<file path="config.mk">
export PLATFORM = sky130hd
export DESIGN_NAME = rv_decoder
export DESIGN_NICKNAME = d
export VERILOG_FILES = /design/src/rtl/rv_decode_pkg.sv /design/src/rtl/decode_ctrl.sv /design/src/rtl/operand_ctrl.sv /design/src/rtl/rv_decoder.sv
export VERILOG_INCLUDE_DIRS = /design/src /design/src/rtl
export SDC_FILE = /design/constraint.sdc
export NUM_CORES = 1
export LEC_CHECK = 0
export BUFFER_PORTS_ARGS = -buffer_cell sky130_fd_sc_hd__buf_4
export CAP_MARGIN = 20
export CORE_ASPECT_RATIO = 1.2
export CORE_UTILIZATION = 56
export CTS_CLUSTER_DIAMETER = 40
export DETAILED_ROUTE_END_ITERATION = 16
export PLACE_DENSITY = 0.85
export SKIP_CTS_REPAIR_TIMING = 1
export SLEW_MARGIN = 15
export SYNTH_ARGS = -nofsm -noshare
export SYNTH_HDL_FRONTEND = slang
export SYNTH_SLANG_ARGS = --single-unit
</file>
<file path="constraint.sdc">
create_clock -name clock -period 1.4 [get_ports clock]
set_clock_uncertainty 0.05 [all_clocks]
set_input_delay 0.07 -clock clock [delete_from_list [all_inputs] [get_ports clock]]
set_output_delay 0.07 -clock clock [all_outputs]
set_load 0.01 [all_outputs]
</file>
<file path="src/rtl/rv_decode_consts.svh">
`ifndef RV_DECODE_CONSTS_SVH
`define RV_DECODE_CONSTS_SVH

// Major opcodes.
`define OPC_LUI     7'b0110111
`define OPC_AUIPC   7'b0010111
`define OPC_JAL     7'b1101111
`define OPC_JALR    7'b1100111
`define OPC_BRANCH  7'b1100011
`define OPC_LOAD    7'b0000011
`define OPC_STORE   7'b0100011
`define OPC_IMM     7'b0010011
`define OPC_REG     7'b0110011
`define OPC_FENCE   7'b0001111
`define OPC_SYSTEM  7'b1110011

// Branch conditions.
`define F3_BEQ      3'b000
`define F3_BNE      3'b001
`define F3_BLT      3'b100
`define F3_BGE      3'b101
`define F3_BLTU     3'b110
`define F3_BGEU     3'b111

// Access sizes, shared by loads and stores.
`define F3_B        3'b000
`define F3_H        3'b001
`define F3_W        3'b010
`define F3_BU       3'b100
`define F3_HU       3'b101

// Integer ALU, immediate and register forms.
`define F3_ADD      3'b000
`define F3_SLL      3'b001
`define F3_SLT      3'b010
`define F3_SLTU     3'b011
`define F3_XOR      3'b100
`define F3_SRL      3'b101
`define F3_OR       3'b110
`define F3_AND      3'b111

// M extension.
`define F3_MUL      3'b000
`define F3_MULH     3'b001
`define F3_MULHSU   3'b010
`define F3_MULHU    3'b011
`define F3_DIV      3'b100
`define F3_DIVU     3'b101
`define F3_REM      3'b110
`define F3_REMU     3'b111

`define F3_FENCE    3'b000
`define F3_FENCE_I  3'b001

// System space.
`define F3_PRIV     3'b000
`define F3_CSRRW    3'b001
`define F3_CSRRS    3'b010
`define F3_CSRRC    3'b011
`define F3_CSRRWI   3'b101
`define F3_CSRRSI   3'b110
`define F3_CSRRCI   3'b111

`define F7_BASE     7'b0000000
`define F7_ALT      7'b0100000
`define F7_MULDIV   7'b0000001

`define SYS_ECALL   12'h000
`define SYS_EBREAK  12'h001
`define SYS_MRET    12'h302
`define SYS_WFI     12'h105

// Canonical nop is addi x0, x0, 0.
`define NOP_INSTR   32'h00000013

`define ALU_OP_W    10
`define BCU_OP_W    6
`define LSU_OP_W    8
`define CSR_OP_W    6
`define MUL_OP_W    4
`define DIV_OP_W    4

`define ALU_ADD     0
`define ALU_SUB     1
`define ALU_SLL     2
`define ALU_SLT     3
`define ALU_SLTU    4
`define ALU_XOR     5
`define ALU_SRL     6
`define ALU_SRA     7
`define ALU_OR      8
`define ALU_AND     9

`define BCU_BEQ     0
`define BCU_BNE     1
`define BCU_BLT     2
`define BCU_BGE     3
`define BCU_BLTU    4
`define BCU_BGEU    5

`define LSU_LB      0
`define LSU_LH      1
`define LSU_LW      2
`define LSU_LBU     3
`define LSU_LHU     4
`define LSU_SB      5
`define LSU_SH      6
`define LSU_SW      7

`define CSR_RW      0
`define CSR_RS      1
`define CSR_RC      2
`define CSR_RWI     3
`define CSR_RSI     4
`define CSR_RCI     5

`define MUL_MUL     0
`define MUL_MULH    1
`define MUL_MULHSU  2
`define MUL_MULHU   3

`define DIV_DIV     0
`define DIV_DIVU    1
`define DIV_REM     2
`define DIV_REMU    3

`endif

</file>
<file path="src/rtl/rv_decode_pkg.sv">
`default_nettype none

package rv_decode_pkg;

  typedef logic [6:0] opcode_t;
  typedef logic [4:0] reg_addr_t;

  // Register-register layout.
  // The S, B, U and J immediates are cut from these same fields.
  typedef struct packed {
    logic [6:0] funct7;
    reg_addr_t  rs2;
    reg_addr_t  rs1;
    logic [2:0] funct3;
    reg_addr_t  rd;
    opcode_t    opcode;
  } r_fmt_t;

  // Immediate layout.
  // The upper field is also the CSR address and the system code.
  typedef struct packed {
    logic [11:0] imm;
    reg_addr_t   rs1;
    logic [2:0]  funct3;
    reg_addr_t   rd;
    opcode_t     opcode;
  } i_fmt_t;

  typedef union packed {
    r_fmt_t r_view;
    i_fmt_t i_view;
  } instr_word_t;

endpackage

`default_nettype wire

</file>
<file path="src/rtl/decode_ctrl.sv">
`timescale 1ns/1ps
`default_nettype none

`include "rv_decode_consts.svh"

module decode_ctrl (
  input  logic                       clock,
  input  logic                       arst_n,
  input  logic                       instr_valid,
  input  rv_decode_pkg::instr_word_t instr,
  output logic                       sys_csr_imm,
  output logic                       dec_valid,
  output logic                       illegal,
  output logic                       alunit,
  output logic                       auipc,
  output logic                       lui,
  output logic                       jal,
  output logic                       jalr,
  output logic                       branch,
  output logic                       load,
  output logic                       store,
  output logic                       nop,
  output logic                       csreg,
  output logic                       mult,
  output logic                       division,
  output logic                       fence,
  output logic                       ecall,
  output logic                       ebreak,
  output logic                       mret,
  output logic                       wfi,
  output logic [`ALU_OP_W-1:0]       alu_op,
  output logic [`BCU_OP_W-1:0]       bcu_op,
  output logic [`LSU_OP_W-1:0]       lsu_op,
  output logic [`CSR_OP_W-1:0]       csr_op,
  output logic [`MUL_OP_W-1:0]       mul_op,
  output logic [`DIV_OP_W-1:0]       div_op
);

  import rv_decode_pkg::*;

  r_fmt_t rf;
  i_fmt_t iv;

  logic illegal_c;
  logic alunit_c, auipc_c, lui_c, jal_c, jalr_c, branch_c;
  logic load_c, store_c, nop_c, csreg_c, mult_c, division_c;
  logic fence_c, ecall_c, ebreak_c, mret_c, wfi_c;

  logic [`ALU_OP_W-1:0] alu_op_c;
  logic [`BCU_OP_W-1:0] bcu_op_c;
  logic [`LSU_OP_W-1:0] lsu_op_c;
  logic [`CSR_OP_W-1:0] csr_op_c;
  logic [`MUL_OP_W-1:0] mul_op_c;
  logic [`DIV_OP_W-1:0] div_op_c;

  assign rf = instr.r_view;
  assign iv = instr.i_view;

  // Immediate CSR forms carry a uimm in the rs1 field.
  assign sys_csr_imm = (rf.opcode == `OPC_SYSTEM) &&
                       (rf.funct3 inside {`F3_CSRRWI, `F3_CSRRSI, `F3_CSRRCI});

  always_comb begin
    illegal_c = 1'b0;
    {alunit_c, auipc_c, lui_c, jal_c, jalr_c, branch_c, load_c, store_c, nop_c,
     csreg_c, mult_c, division_c, fence_c, ecall_c, ebreak_c, mret_c, wfi_c} = 17'h0;
    alu_op_c = '0;
    bcu_op_c = '0;
    lsu_op_c = '0;
    csr_op_c = '0;
    mul_op_c = '0;
    div_op_c = '0;

    case (rf.opcode)
      `OPC_LUI:   lui_c   = 1'b1;
      `OPC_AUIPC: auipc_c = 1'b1;
      `OPC_JAL:   jal_c   = 1'b1;
      `OPC_JALR:  jalr_c  = 1'b1;
      `OPC_BRANCH: begin
        case (rf.funct3)
          `F3_BEQ:  bcu_op_c[`BCU_BEQ]  = 1'b1;
          `F3_BNE:  bcu_op_c[`BCU_BNE]  = 1'b1;
          `F3_BLT:  bcu_op_c[`BCU_BLT]  = 1'b1;
          `F3_BGE:  bcu_op_c[`BCU_BGE]  = 1'b1;
          `F3_BLTU: bcu_op_c[`BCU_BLTU] = 1'b1;
          `F3_BGEU: bcu_op_c[`BCU_BGEU] = 1'b1;
          default:  illegal_c = 1'b1;
        endcase
        branch_c = ~illegal_c;
      end
      `OPC_LOAD: begin
        case (rf.funct3)
          `F3_B:   lsu_op_c[`LSU_LB]  = 1'b1;
          `F3_H:   lsu_op_c[`LSU_LH]  = 1'b1;
          `F3_W:   lsu_op_c[`LSU_LW]  = 1'b1;
          `F3_BU:  lsu_op_c[`LSU_LBU] = 1'b1;
          `F3_HU:  lsu_op_c[`LSU_LHU] = 1'b1;
          default: illegal_c = 1'b1;
        endcase
        load_c = ~illegal_c;
      end
      `OPC_STORE: begin
        case (rf.funct3)
          `F3_B:   lsu_op_c[`LSU_SB] = 1'b1;
          `F3_H:   lsu_op_c[`LSU_SH] = 1'b1;
          `F3_W:   lsu_op_c[`LSU_SW] = 1'b1;
          default: illegal_c = 1'b1;
        endcase
        store_c = ~illegal_c;
      end
      `OPC_IMM: begin
        case (rf.funct3)
          `F3_ADD:  alu_op_c[`ALU_ADD]  = 1'b1;
          `F3_SLT:  alu_op_c[`ALU_SLT]  = 1'b1;
          `F3_SLTU: alu_op_c[`ALU_SLTU] = 1'b1;
          `F3_XOR:  alu_op_c[`ALU_XOR]  = 1'b1;
          `F3_OR:   alu_op_c[`ALU_OR]   = 1'b1;
          `F3_AND:  alu_op_c[`ALU_AND]  = 1'b1;
          // Shifts keep funct7 in the upper immediate bits.
          `F3_SLL: begin
            if (rf.funct7 == `F7_BASE) alu_op_c[`ALU_SLL] = 1'b1;
            else illegal_c = 1'b1;
          end
          `F3_SRL: begin
            if (rf.funct7 == `F7_BASE) alu_op_c[`ALU_SRL] = 1'b1;
            else if (rf.funct7 == `F7_ALT) alu_op_c[`ALU_SRA] = 1'b1;
            else illegal_c = 1'b1;
          end
          default: illegal_c = 1'b1;
        endcase
        alunit_c = ~illegal_c;
      end
      `OPC_REG: begin
        case (rf.funct7)
          `F7_BASE: begin
            case (rf.funct3)
              `F3_ADD:  alu_op_c[`ALU_ADD]  = 1'b1;
              `F3_SLL:  alu_op_c[`ALU_SLL]  = 1'b1;
              `F3_SLT:  alu_op_c[`ALU_SLT]  = 1'b1;
              `F3_SLTU: alu_op_c[`ALU_SLTU] = 1'b1;
              `F3_XOR:  alu_op_c[`ALU_XOR]  = 1'b1;
              `F3_SRL:  alu_op_c[`ALU_SRL]  = 1'b1;
              `F3_OR:   alu_op_c[`ALU_OR]   = 1'b1;
              default:  alu_op_c[`ALU_AND]  = 1'b1;
            endcase
            alunit_c = 1'b1;
          end
          `F7_ALT: begin
            case (rf.funct3)
              `F3_ADD: alu_op_c[`ALU_SUB] = 1'b1;
              `F3_SRL: alu_op_c[`ALU_SRA] = 1'b1;
              default: illegal_c = 1'b1;
            endcase
            alunit_c = ~illegal_c;
          end
          `F7_MULDIV: begin
            case (rf.funct3)
              `F3_MUL:    mul_op_c[`MUL_MUL]    = 1'b1;
              `F3_MULH:   mul_op_c[`MUL_MULH]   = 1'b1;
              `F3_MULHSU: mul_op_c[`MUL_MULHSU] = 1'b1;
              `F3_MULHU:  mul_op_c[`MUL_MULHU]  = 1'b1;
              `F3_DIV:    div_op_c[`DIV_DIV]    = 1'b1;
              `F3_DIVU:   div_op_c[`DIV_DIVU]   = 1'b1;
              `F3_REM:    div_op_c[`DIV_REM]    = 1'b1;
              default:    div_op_c[`DIV_REMU]   = 1'b1;
            endcase
            mult_c     = |mul_op_c;
            division_c = |div_op_c;
          end
          default: illegal_c = 1'b1;
        endcase
      end
      `OPC_FENCE: begin
        if (rf.funct3 == `F3_FENCE || rf.funct3 == `F3_FENCE_I) fence_c = 1'b1;
        else illegal_c = 1'b1;
      end
      `OPC_SYSTEM: begin
        case (rf.funct3)
          `F3_PRIV: begin
            case (iv.imm)
              `SYS_ECALL:  ecall_c  = 1'b1;
              `SYS_EBREAK: ebreak_c = 1'b1;
              `SYS_MRET:   mret_c   = 1'b1;
              `SYS_WFI:    wfi_c    = 1'b1;
              default:     illegal_c = 1'b1;
            endcase
          end
          `F3_CSRRW:  csr_op_c[`CSR_RW]  = 1'b1;
          `F3_CSRRS:  csr_op_c[`CSR_RS]  = 1'b1;
          `F3_CSRRC:  csr_op_c[`CSR_RC]  = 1'b1;
          `F3_CSRRWI: csr_op_c[`CSR_RWI] = 1'b1;
          `F3_CSRRSI: csr_op_c[`CSR_RSI] = 1'b1;
          `F3_CSRRCI: csr_op_c[`CSR_RCI] = 1'b1;
          // Funct3 of 4 leaves everything clear, illegal included
          default: ;
        endcase
        csreg_c = |csr_op_c;
      end
      default: illegal_c = 1'b1;
    endcase

    // The nop stays an ALU instruction but drives no ALU operation.
    if (instr == `NOP_INSTR) begin
      nop_c = 1'b1;
      alu_op_c[`ALU_ADD] = 1'b0;
    end
  end

  always_ff @(posedge clock or negedge arst_n) begin
    if (!arst_n) begin
      dec_valid <= 1'b0;
      illegal   <= 1'b0;
      {alunit, auipc, lui, jal, jalr, branch, load, store, nop,
       csreg, mult, division, fence, ecall, ebreak, mret, wfi} <= 17'h0;
      alu_op <= '0;
      bcu_op <= '0;
      lsu_op <= '0;
      csr_op <= '0;
      mul_op <= '0;
      div_op <= '0;
    end else begin
      dec_valid <= instr_valid;
      if (instr_valid) begin
        illegal <= illegal_c;
        {alunit, auipc, lui, jal, jalr, branch, load, store, nop,
         csreg, mult, division, fence, ecall, ebreak, mret, wfi} <=
          {alunit_c, auipc_c, lui_c, jal_c, jalr_c, branch_c, load_c, store_c, nop_c,
           csreg_c, mult_c, division_c, fence_c, ecall_c, ebreak_c, mret_c, wfi_c};
        alu_op <= alu_op_c;
        bcu_op <= bcu_op_c;
        lsu_op <= lsu_op_c;
        csr_op <= csr_op_c;
        mul_op <= mul_op_c;
        div_op <= div_op_c;
      end
    end
  end

endmodule

`default_nettype wire

</file>
<file path="src/rtl/operand_ctrl.sv">
`timescale 1ns/1ps
`default_nettype none

`include "rv_decode_consts.svh"

module operand_ctrl (
  input  logic                       clock,
  input  logic                       arst_n,
  input  logic                       instr_valid,
  input  rv_decode_pkg::instr_word_t instr,
  input  logic                       sys_csr_imm,
  output logic [31:0]                imm,
  output logic                       wren,
  output logic                       rden1,
  output logic                       rden2,
  output logic                       cwren,
  output logic                       crden
);

  import rv_decode_pkg::*;

  r_fmt_t rf;
  i_fmt_t iv;

  logic [31:0] imm_i, imm_s, imm_b, imm_u, imm_j, imm_c;
  logic [31:0] imm_c_sel;
  logic        rd_nz, rs1_nz;
  logic        wren_c, rden1_c, rden2_c, cwren_c, crden_c;

  assign rf = instr.r_view;
  assign iv = instr.i_view;

  assign rd_nz  = |rf.rd;
  assign rs1_nz = |rf.rs1;

  assign imm_i = {{20{iv.imm[11]}}, iv.imm};
  assign imm_s = {{20{rf.funct7[6]}}, rf.funct7, rf.rd};
  assign imm_b = {{20{rf.funct7[6]}}, rf.rd[0], rf.funct7[5:0], rf.rd[4:1], 1'b0};
  assign imm_u = {rf.funct7, rf.rs2, rf.rs1, rf.funct3, 12'h000};
  assign imm_j = {{12{rf.funct7[6]}}, rf.rs1, rf.funct3, rf.rs2[0],
                  rf.funct7[5:0], rf.rs2[4:1], 1'b0};
  assign imm_c = {27'h0, rf.rs1};

  always_comb begin
    imm_c_sel = 32'h0;
    wren_c    = 1'b0;
    rden1_c   = 1'b0;
    rden2_c   = 1'b0;
    cwren_c   = 1'b0;
    crden_c   = 1'b0;

    case (rf.opcode)
      `OPC_LUI, `OPC_AUIPC: begin
        imm_c_sel = imm_u;
        wren_c    = rd_nz;
      end
      `OPC_JAL: begin
        imm_c_sel = imm_j;
        wren_c    = rd_nz;
      end
      `OPC_JALR, `OPC_LOAD, `OPC_IMM: begin
        imm_c_sel = imm_i;
        wren_c    = rd_nz;
        rden1_c   = 1'b1;
      end
      `OPC_STORE: begin
        imm_c_sel = imm_s;
        rden1_c   = 1'b1;
        rden2_c   = 1'b1;
      end
      `OPC_BRANCH: begin
        imm_c_sel = imm_b;
        rden1_c   = 1'b1;
        rden2_c   = 1'b1;
      end
      `OPC_REG: begin
        wren_c  = rd_nz;
        rden1_c = 1'b1;
        rden2_c = 1'b1;
      end
      `OPC_SYSTEM: begin
        imm_c_sel = imm_c;
        case (rf.funct3)
          // A write with rd of x0 skips the CSR read.
          `F3_CSRRW, `F3_CSRRWI: begin
            wren_c  = rd_nz;
            rden1_c = ~sys_csr_imm;
            cwren_c = 1'b1;
            crden_c = rd_nz;
          end
          // Set and clear with a zero source leave the CSR unwritten.
          // The uimm sits in the rs1 field.
          `F3_CSRRS, `F3_CSRRC, `F3_CSRRSI, `F3_CSRRCI: begin
            wren_c  = rd_nz;
            rden1_c = ~sys_csr_imm;
            cwren_c = rs1_nz;
            crden_c = 1'b1;
          end
          default: ;
        endcase
      end
      default: ;
    endcase
  end

  always_ff @(posedge clock or negedge arst_n) begin
    if (!arst_n) begin
      imm   <= 32'h0;
      wren  <= 1'b0;
      rden1 <= 1'b0;
      rden2 <= 1'b0;
      cwren <= 1'b0;
      crden <= 1'b0;
    end else if (instr_valid) begin
      imm   <= imm_c_sel;
      wren  <= wren_c;
      rden1 <= rden1_c;
      rden2 <= rden2_c;
      cwren <= cwren_c;
      crden <= crden_c;
    end
  end

endmodule

`default_nettype wire

</file>
<file path="src/rtl/rv_decoder.sv">
`timescale 1ns/1ps
`default_nettype none

`include "rv_decode_consts.svh"

module rv_decoder (
  input  logic                       clock,
  input  logic                       arst_n,
  input  logic                       instr_valid,
  input  rv_decode_pkg::instr_word_t instr,
  output logic                       dec_valid,
  output logic                       illegal,
  output logic                       alunit,
  output logic                       auipc,
  output logic                       lui,
  output logic                       jal,
  output logic                       jalr,
  output logic                       branch,
  output logic                       load,
  output logic                       store,
  output logic                       nop,
  output logic                       csreg,
  output logic                       mult,
  output logic                       division,
  output logic                       fence,
  output logic                       ecall,
  output logic                       ebreak,
  output logic                       mret,
  output logic                       wfi,
  output logic [`ALU_OP_W-1:0]       alu_op,
  output logic [`BCU_OP_W-1:0]       bcu_op,
  output logic [`LSU_OP_W-1:0]       lsu_op,
  output logic [`CSR_OP_W-1:0]       csr_op,
  output logic [`MUL_OP_W-1:0]       mul_op,
  output logic [`DIV_OP_W-1:0]       div_op,
  output logic [31:0]                imm,
  output logic                       wren,
  output logic                       rden1,
  output logic                       rden2,
  output logic                       cwren,
  output logic                       crden
);

  // Immediate CSR class, passed across unregistered.
  logic sys_csr_imm;

  decode_ctrl u_decode_ctrl (.*);

  operand_ctrl u_operand_ctrl (.*);

endmodule

`default_nettype wire

</file>
# Word-level counts from Yosys, hierarchy flattened
# Index checks and enable logic that the tools add are counted.
totals:
  ff_bits: 94
  input_bits: 35
  output_inout_bits: 94
  word_cells: 199
op_classes:
  n_eq_ne: 24
  n_mux: 111
  bitwise: 6
  reduce_logical: 27
op_table:
  columns: ["op", "count"]
  rows:
  - ["32-bit case mux with 6 select lines", 1]
  - ["1-bit 2-to-1 mux", 88]
  - ["32-bit by 5-bit equality test with 1-bit output (second input constant)", 1]
  - ["7-bit by 6-bit equality test with 1-bit output (second input constant)", 4]
  - ["7-bit equality test (second input constant)", 4]
  - ["6-bit OR reduction", 4]
  - ["4-bit OR reduction", 5]
  - ["1-bit case mux with 2 select lines", 9]
  - ["4-bit 2-to-1 mux", 4]
  - ["8-bit case mux with 2 select lines", 1]
  - ["5-bit OR reduction", 3]
  - ["7-bit by 5-bit equality test with 1-bit output (second input constant)", 2]
  - ["7-bit OR reduction", 2]
  - ["12-bit by 1-bit equality test with 1-bit output (second input constant)", 1]
  - ["12-bit by 10-bit equality test with 1-bit output (second input constant)", 1]
  - ["12-bit by 9-bit equality test with 1-bit output (second input constant)", 1]
  - ["3-bit equality test (second input constant)", 4]
  - ["12-bit logical NOT", 1]
  - ["6-bit 2-to-1 mux", 2]
  - ["5-bit 2-to-1 mux", 2]
  - ["3-bit OR reduction", 3]
  - ["1-bit case mux with 8 select lines", 1]
  - ["2-bit OR reduction", 4]
  - ["7-bit by 1-bit equality test with 1-bit output (second input constant)", 1]
  - ["12 further kinds", 19]

# Depth between registers and ports, before layout
logic_depth:
  ltp_word: 8
  depth_mapped: 7
  ltp_nobuf: 5

# Modules after synthesis
# A second synthesis with hierarchy kept.
hier_totals:
  hier_cells: 428
  hier_area_um2: 4565.6
modules_own_cells:
  columns: ["module", "n_inst", "cells_each", "area_each_um2", "seq_area_each_um2"]
  rows:
  - ["decode_ctrl", 1, 232, 2640.0, 1426.4]
  - ["operand_ctrl", 1, 196, 1925.6, 925.9]

# Least setup slack after synthesis
# OpenSTA, ideal clock, no wires.
synth_path:
  kind: "input to register"
  start: "in instr[30] (netlist name)"
  end: "reg u_decode_ctrl.alu_op[0]"
  setup_ns: 0.122
  arrival_time_ns: 1.534
  required_time_ns: 1.228
  setup_slack_ns: -0.305
  cell_stages: 6
  n_path_buf: 1
  path_cell_list: "buf_6 > or4_4 > or4_4 > nor3_4 > a41o_1 > o2bb2ai_1"
synth_between:
  elab_chain_len: 4
  elab_cells_between_ends: 5
  classes_between: "eq/ne (1); mux (3); reduce/logical (1)"
synth_rtl:
  columns: ["item", "line_no", "text"]
  rows:
  - ["from (decl)", "rv_decoder.sv:10", "input rv_decode_pkg::instr_word_t instr,"]
  - ["7-bit logical NOT", "decode_ctrl.sv:134", "case (rf.funct7)"]
  - ["1-bit 2-to-1 mux", "decode_ctrl.sv:134", null]
  - ["1-bit case mux with 2 select lines", "decode_ctrl.sv:74", "case (rf.opcode)"]
  - ["1-bit 2-to-1 mux (*)", "decode_ctrl.sv:203", "if (instr == `NOP_INSTR) begin"]
  - ["to (signal assigned)", "decode_ctrl.sv:229", "alu_op <= alu_op_c;"]
  - ["to (decl)", "decode_ctrl.sv:31", "output logic [`ALU_OP_W-1:0] alu_op,"]
# Mark *: on every way between the ends. The rest lies on a longest branch, timed or not.
# A chain may end at the register's enable or synchronous reset.

# Worst setup path after layout
layout_path:
  start: "in instr[28] (netlist name)"
  end: "reg u_decode_ctrl.nop"
layout_between:
  elab_chain_len: 2
layout_rtl:
  columns: ["item", "line_no", "text"]
  rows:
  - ["32-bit by 5-bit equality test with 1-bit output (no source line)", null, null]
  - ["1-bit 2-to-1 mux", "decode_ctrl.sv:203", null]
  - ["to (decl)", "decode_ctrl.sv:22", "output logic nop,"]
# Every way passes these cells.

==> results.txt <==
highest clock rate: 687.2 MHz
largest net degree at the start of global routing: 72
Crit path top cell by count: or4_4
Multi-input gate area: 1878 sq um
Vias: 4360
Die Width: 83.53 um
critical path, cell by cell: buf_6 > or4_4 > or4_4 > nor3_4 > nand4_1 > o21ai_1
H-tree levels: 3
hold slack: -0.02810 ns
top cell type's share of synthesized area: 52.66%
CTS tree: built
HPWL Detailed: 9.359 mm
Die ar.: 8339 sq um
drt first pass iters: 5
CP bufs+invs: 1
Net count, final: 633
Crit Path Max Fanout: 4
# rows: 35
Syn Inst Count: 422
area grow syn2layout: 37.90%
total CTS buffers: 9
clk sinks: 94
Req. time, crit path: 1.64 ns
grt ovf: 0
failing checks: hold timing, setup timing
vias in the first global route: 4146
proportion of layout cells with a drive suffix above 1: 39.64%
routed len/inst: 19.25 um
DR vias/cell: 6.273
initial antenna violation count: 0
Tot GR Track Use: 32.03%
Leakage: 2.894 nW
CP Capture Type: register
number of flops mapped to enable cells by yosys: 0
Post-synth ARST share: 100.0%
synthesized flop and latch total: 94
Crit-path slowest cell: or4_4
Yosys warning count: 0
Max Cap Viol: 0
Starting Density: 57.95%
Worst setup SP type: input pin
Fillers: 470
Synth Cell Area: 4467 sq um
net count after synthesis: 457
I/O pin count: 129
Yosys cell types: 65
top cells by area in the synthesized netlist: dfrtp_1 53%, o2bb2ai_1 7.1%, a21oi_1 5.5%
FF/Latch Area: 2352 sq um
core area: 7707 sq um
Relative slew margins: 63.39%
first-pass GRT wire length: 20.84 mm
Synth Area per Inst: 10.58 sq um
status: finished, violations left
Hold Crit Class: input pin to register
post-layout util: 79.92%
critical path class: input pin to register
RSZ-0062 raised after global routing: true
register area share after synthesis: 52.66%
initial drt markers: 439
Top FF cell, synth: dfrtp_1
Worst Path Arrival: 1.70 ns
Final ANT Viol Nets: 0
Fin Setup TNS: -0.08174 ns
# port buffers: 128
crit-path leading delay family: simple AND/OR/NAND/NOR gates
DRC: 0
Clock Pin Slew Worst Setup and Hold Paths: 0.09 ns
Slew Viols, Final: 0
slowest cell delay on critical path: 0.56 ns
final setup vio count: 2
gpl congestion: 0.8841
Clock Latency Late Sink: 0.37 ns
final worst-path cycle share: 103.9%
n_diodes: 0
PD cells: 866.3 nW/um^2
Setup WS post-layout: -0.05509 ns
Hold Fails Final Rpt: 3
actual slew at the worst max-slew pin: 0.5433 ns
routed wire length: 13.38 mm
dominant cell type by area after synthesis: dfrtp_1
Worst VDD drop: 699.8 uV
CTS Root Cell: clkbuf_8
Die Ht: 99.84 um
Clock Tree Buf Depth: 2
Period minus WS final: 1.455 ns
[synth_stat cells (all sizes together) (2+ instances only)]
cell     number
dfrtp        94
a21oi        49
nor2         39
o2bb2ai      36
clkbuf       28
nand2        24
inv          13
o21ai        13
nand3        11
a22o         10
buf           8
or3           8
nor3          7
nand4b        6
a222oi        5
o32ai         5
and3          4
nand4         4
nor2b         4
nor4          4
or4           4
a21o          3
nand3b        3
nor3b         3
o31ai         3
or2           3
a2111oi       2
and2          2
and3b         2
mux2          2
nand2b        2
o21a          2
[state kept, by name, indices dropped and copies added (netlist names), 4 cells and up]
| register | count |
|---|---|
| u_decode_ctrl.alu_op | 10 |
| u_decode_ctrl.bcu_op | 6 |
| u_decode_ctrl.csr_op | 6 |
| u_decode_ctrl.div_op | 4 |
| u_decode_ctrl.lsu_op | 8 |
| u_decode_ctrl.mul_op | 4 |
| u_operand_ctrl.imm | 32 |
[report_power, final]
group	switching, mW	leakage (nW)	internal, mW
Combinational	0.436	1.54	0.354
Sequential	0.0459	1.26	2.78
Clock	1.00	0.0866	0.711
Total	1.49	2.89	3.85
[kinds of logic after synthesis]
group,synth area share [%]
compound gates,23.19
flops,52.66
xor+xnor,0.1961
simple gates,17.20
mux,0.5042
buf+inv,6.247
[path summary, 6_finish.rpt]
check,start,endpoint,slack [ns],depth (start not counted)
max in group asynchronous,arst_n,u_operand_ctrl.imm[2],0.85,3
min in group asynchronous,arst_n,u_decode_ctrl.alu_op[6],0.15,3
max reg2reg,u_operand_ctrl.cwren,u_operand_ctrl.cwren,0.59,1
min,instr[17],u_operand_ctrl.imm[17],-0.03,3
min reg2reg,u_decode_ctrl.bcu_op[4],u_decode_ctrl.bcu_op[4],0.45,1
max,instr[28],u_decode_ctrl.nop,-0.06,6
[cell type report]
class                      instances  area share (%)
timing repair buffer             201           25.70
sequential                        94           38.19
inverter                          13          0.7922
clock buffer                      11           2.295
tap                               92           1.869
multi-input combinational        279           30.49
clock inverter                     5          0.6703
[cell usage in the layout, fill, tap and decap left out, types with 10 or more instances in the layout]
cell	synthesis	final
nand3_1	11	11
o21ai_0	12	11
clkbuf_8	8	10
inv_1	13	12
a21oi_1	49	48
dfrtp_1	94	94
o2bb2ai_1	36	36
nor2_1	39	38
buf_4	0	189
nand2_1	24	24
[metrics by stage]
stage          std cells  worst slack (ns)  instance area (sq um)  power [mW]  hold slack [ns]
2_1_floorplan        422           -0.3030                   4516       3.211          -0.2756
3_3_place_gp         674           -0.4009                   5899       3.618          0.01530
3_5_place_dp         674           -0.4345                   5899       3.642          0.01605
4_1_cts              690           -0.1724                   6082       5.323          -0.3846
5_1_grt              695          -0.07360                   6160       5.531         0.007089
6_report             695          -0.05509                   6160       5.336         -0.02810
[per-layer routing]
metal / up-vias / part of all wire (%) / GRT usage, %
met3: 47 / 8.1 / 6.250
met4: 0 / 2.9 / 14.86
met1: 2128 / 40 / 41.84
li1: 1918 / - / -
met5: - / 0 / 0
met2: 267 / 49 / 52.33
(Power assumes the default switching activity.)
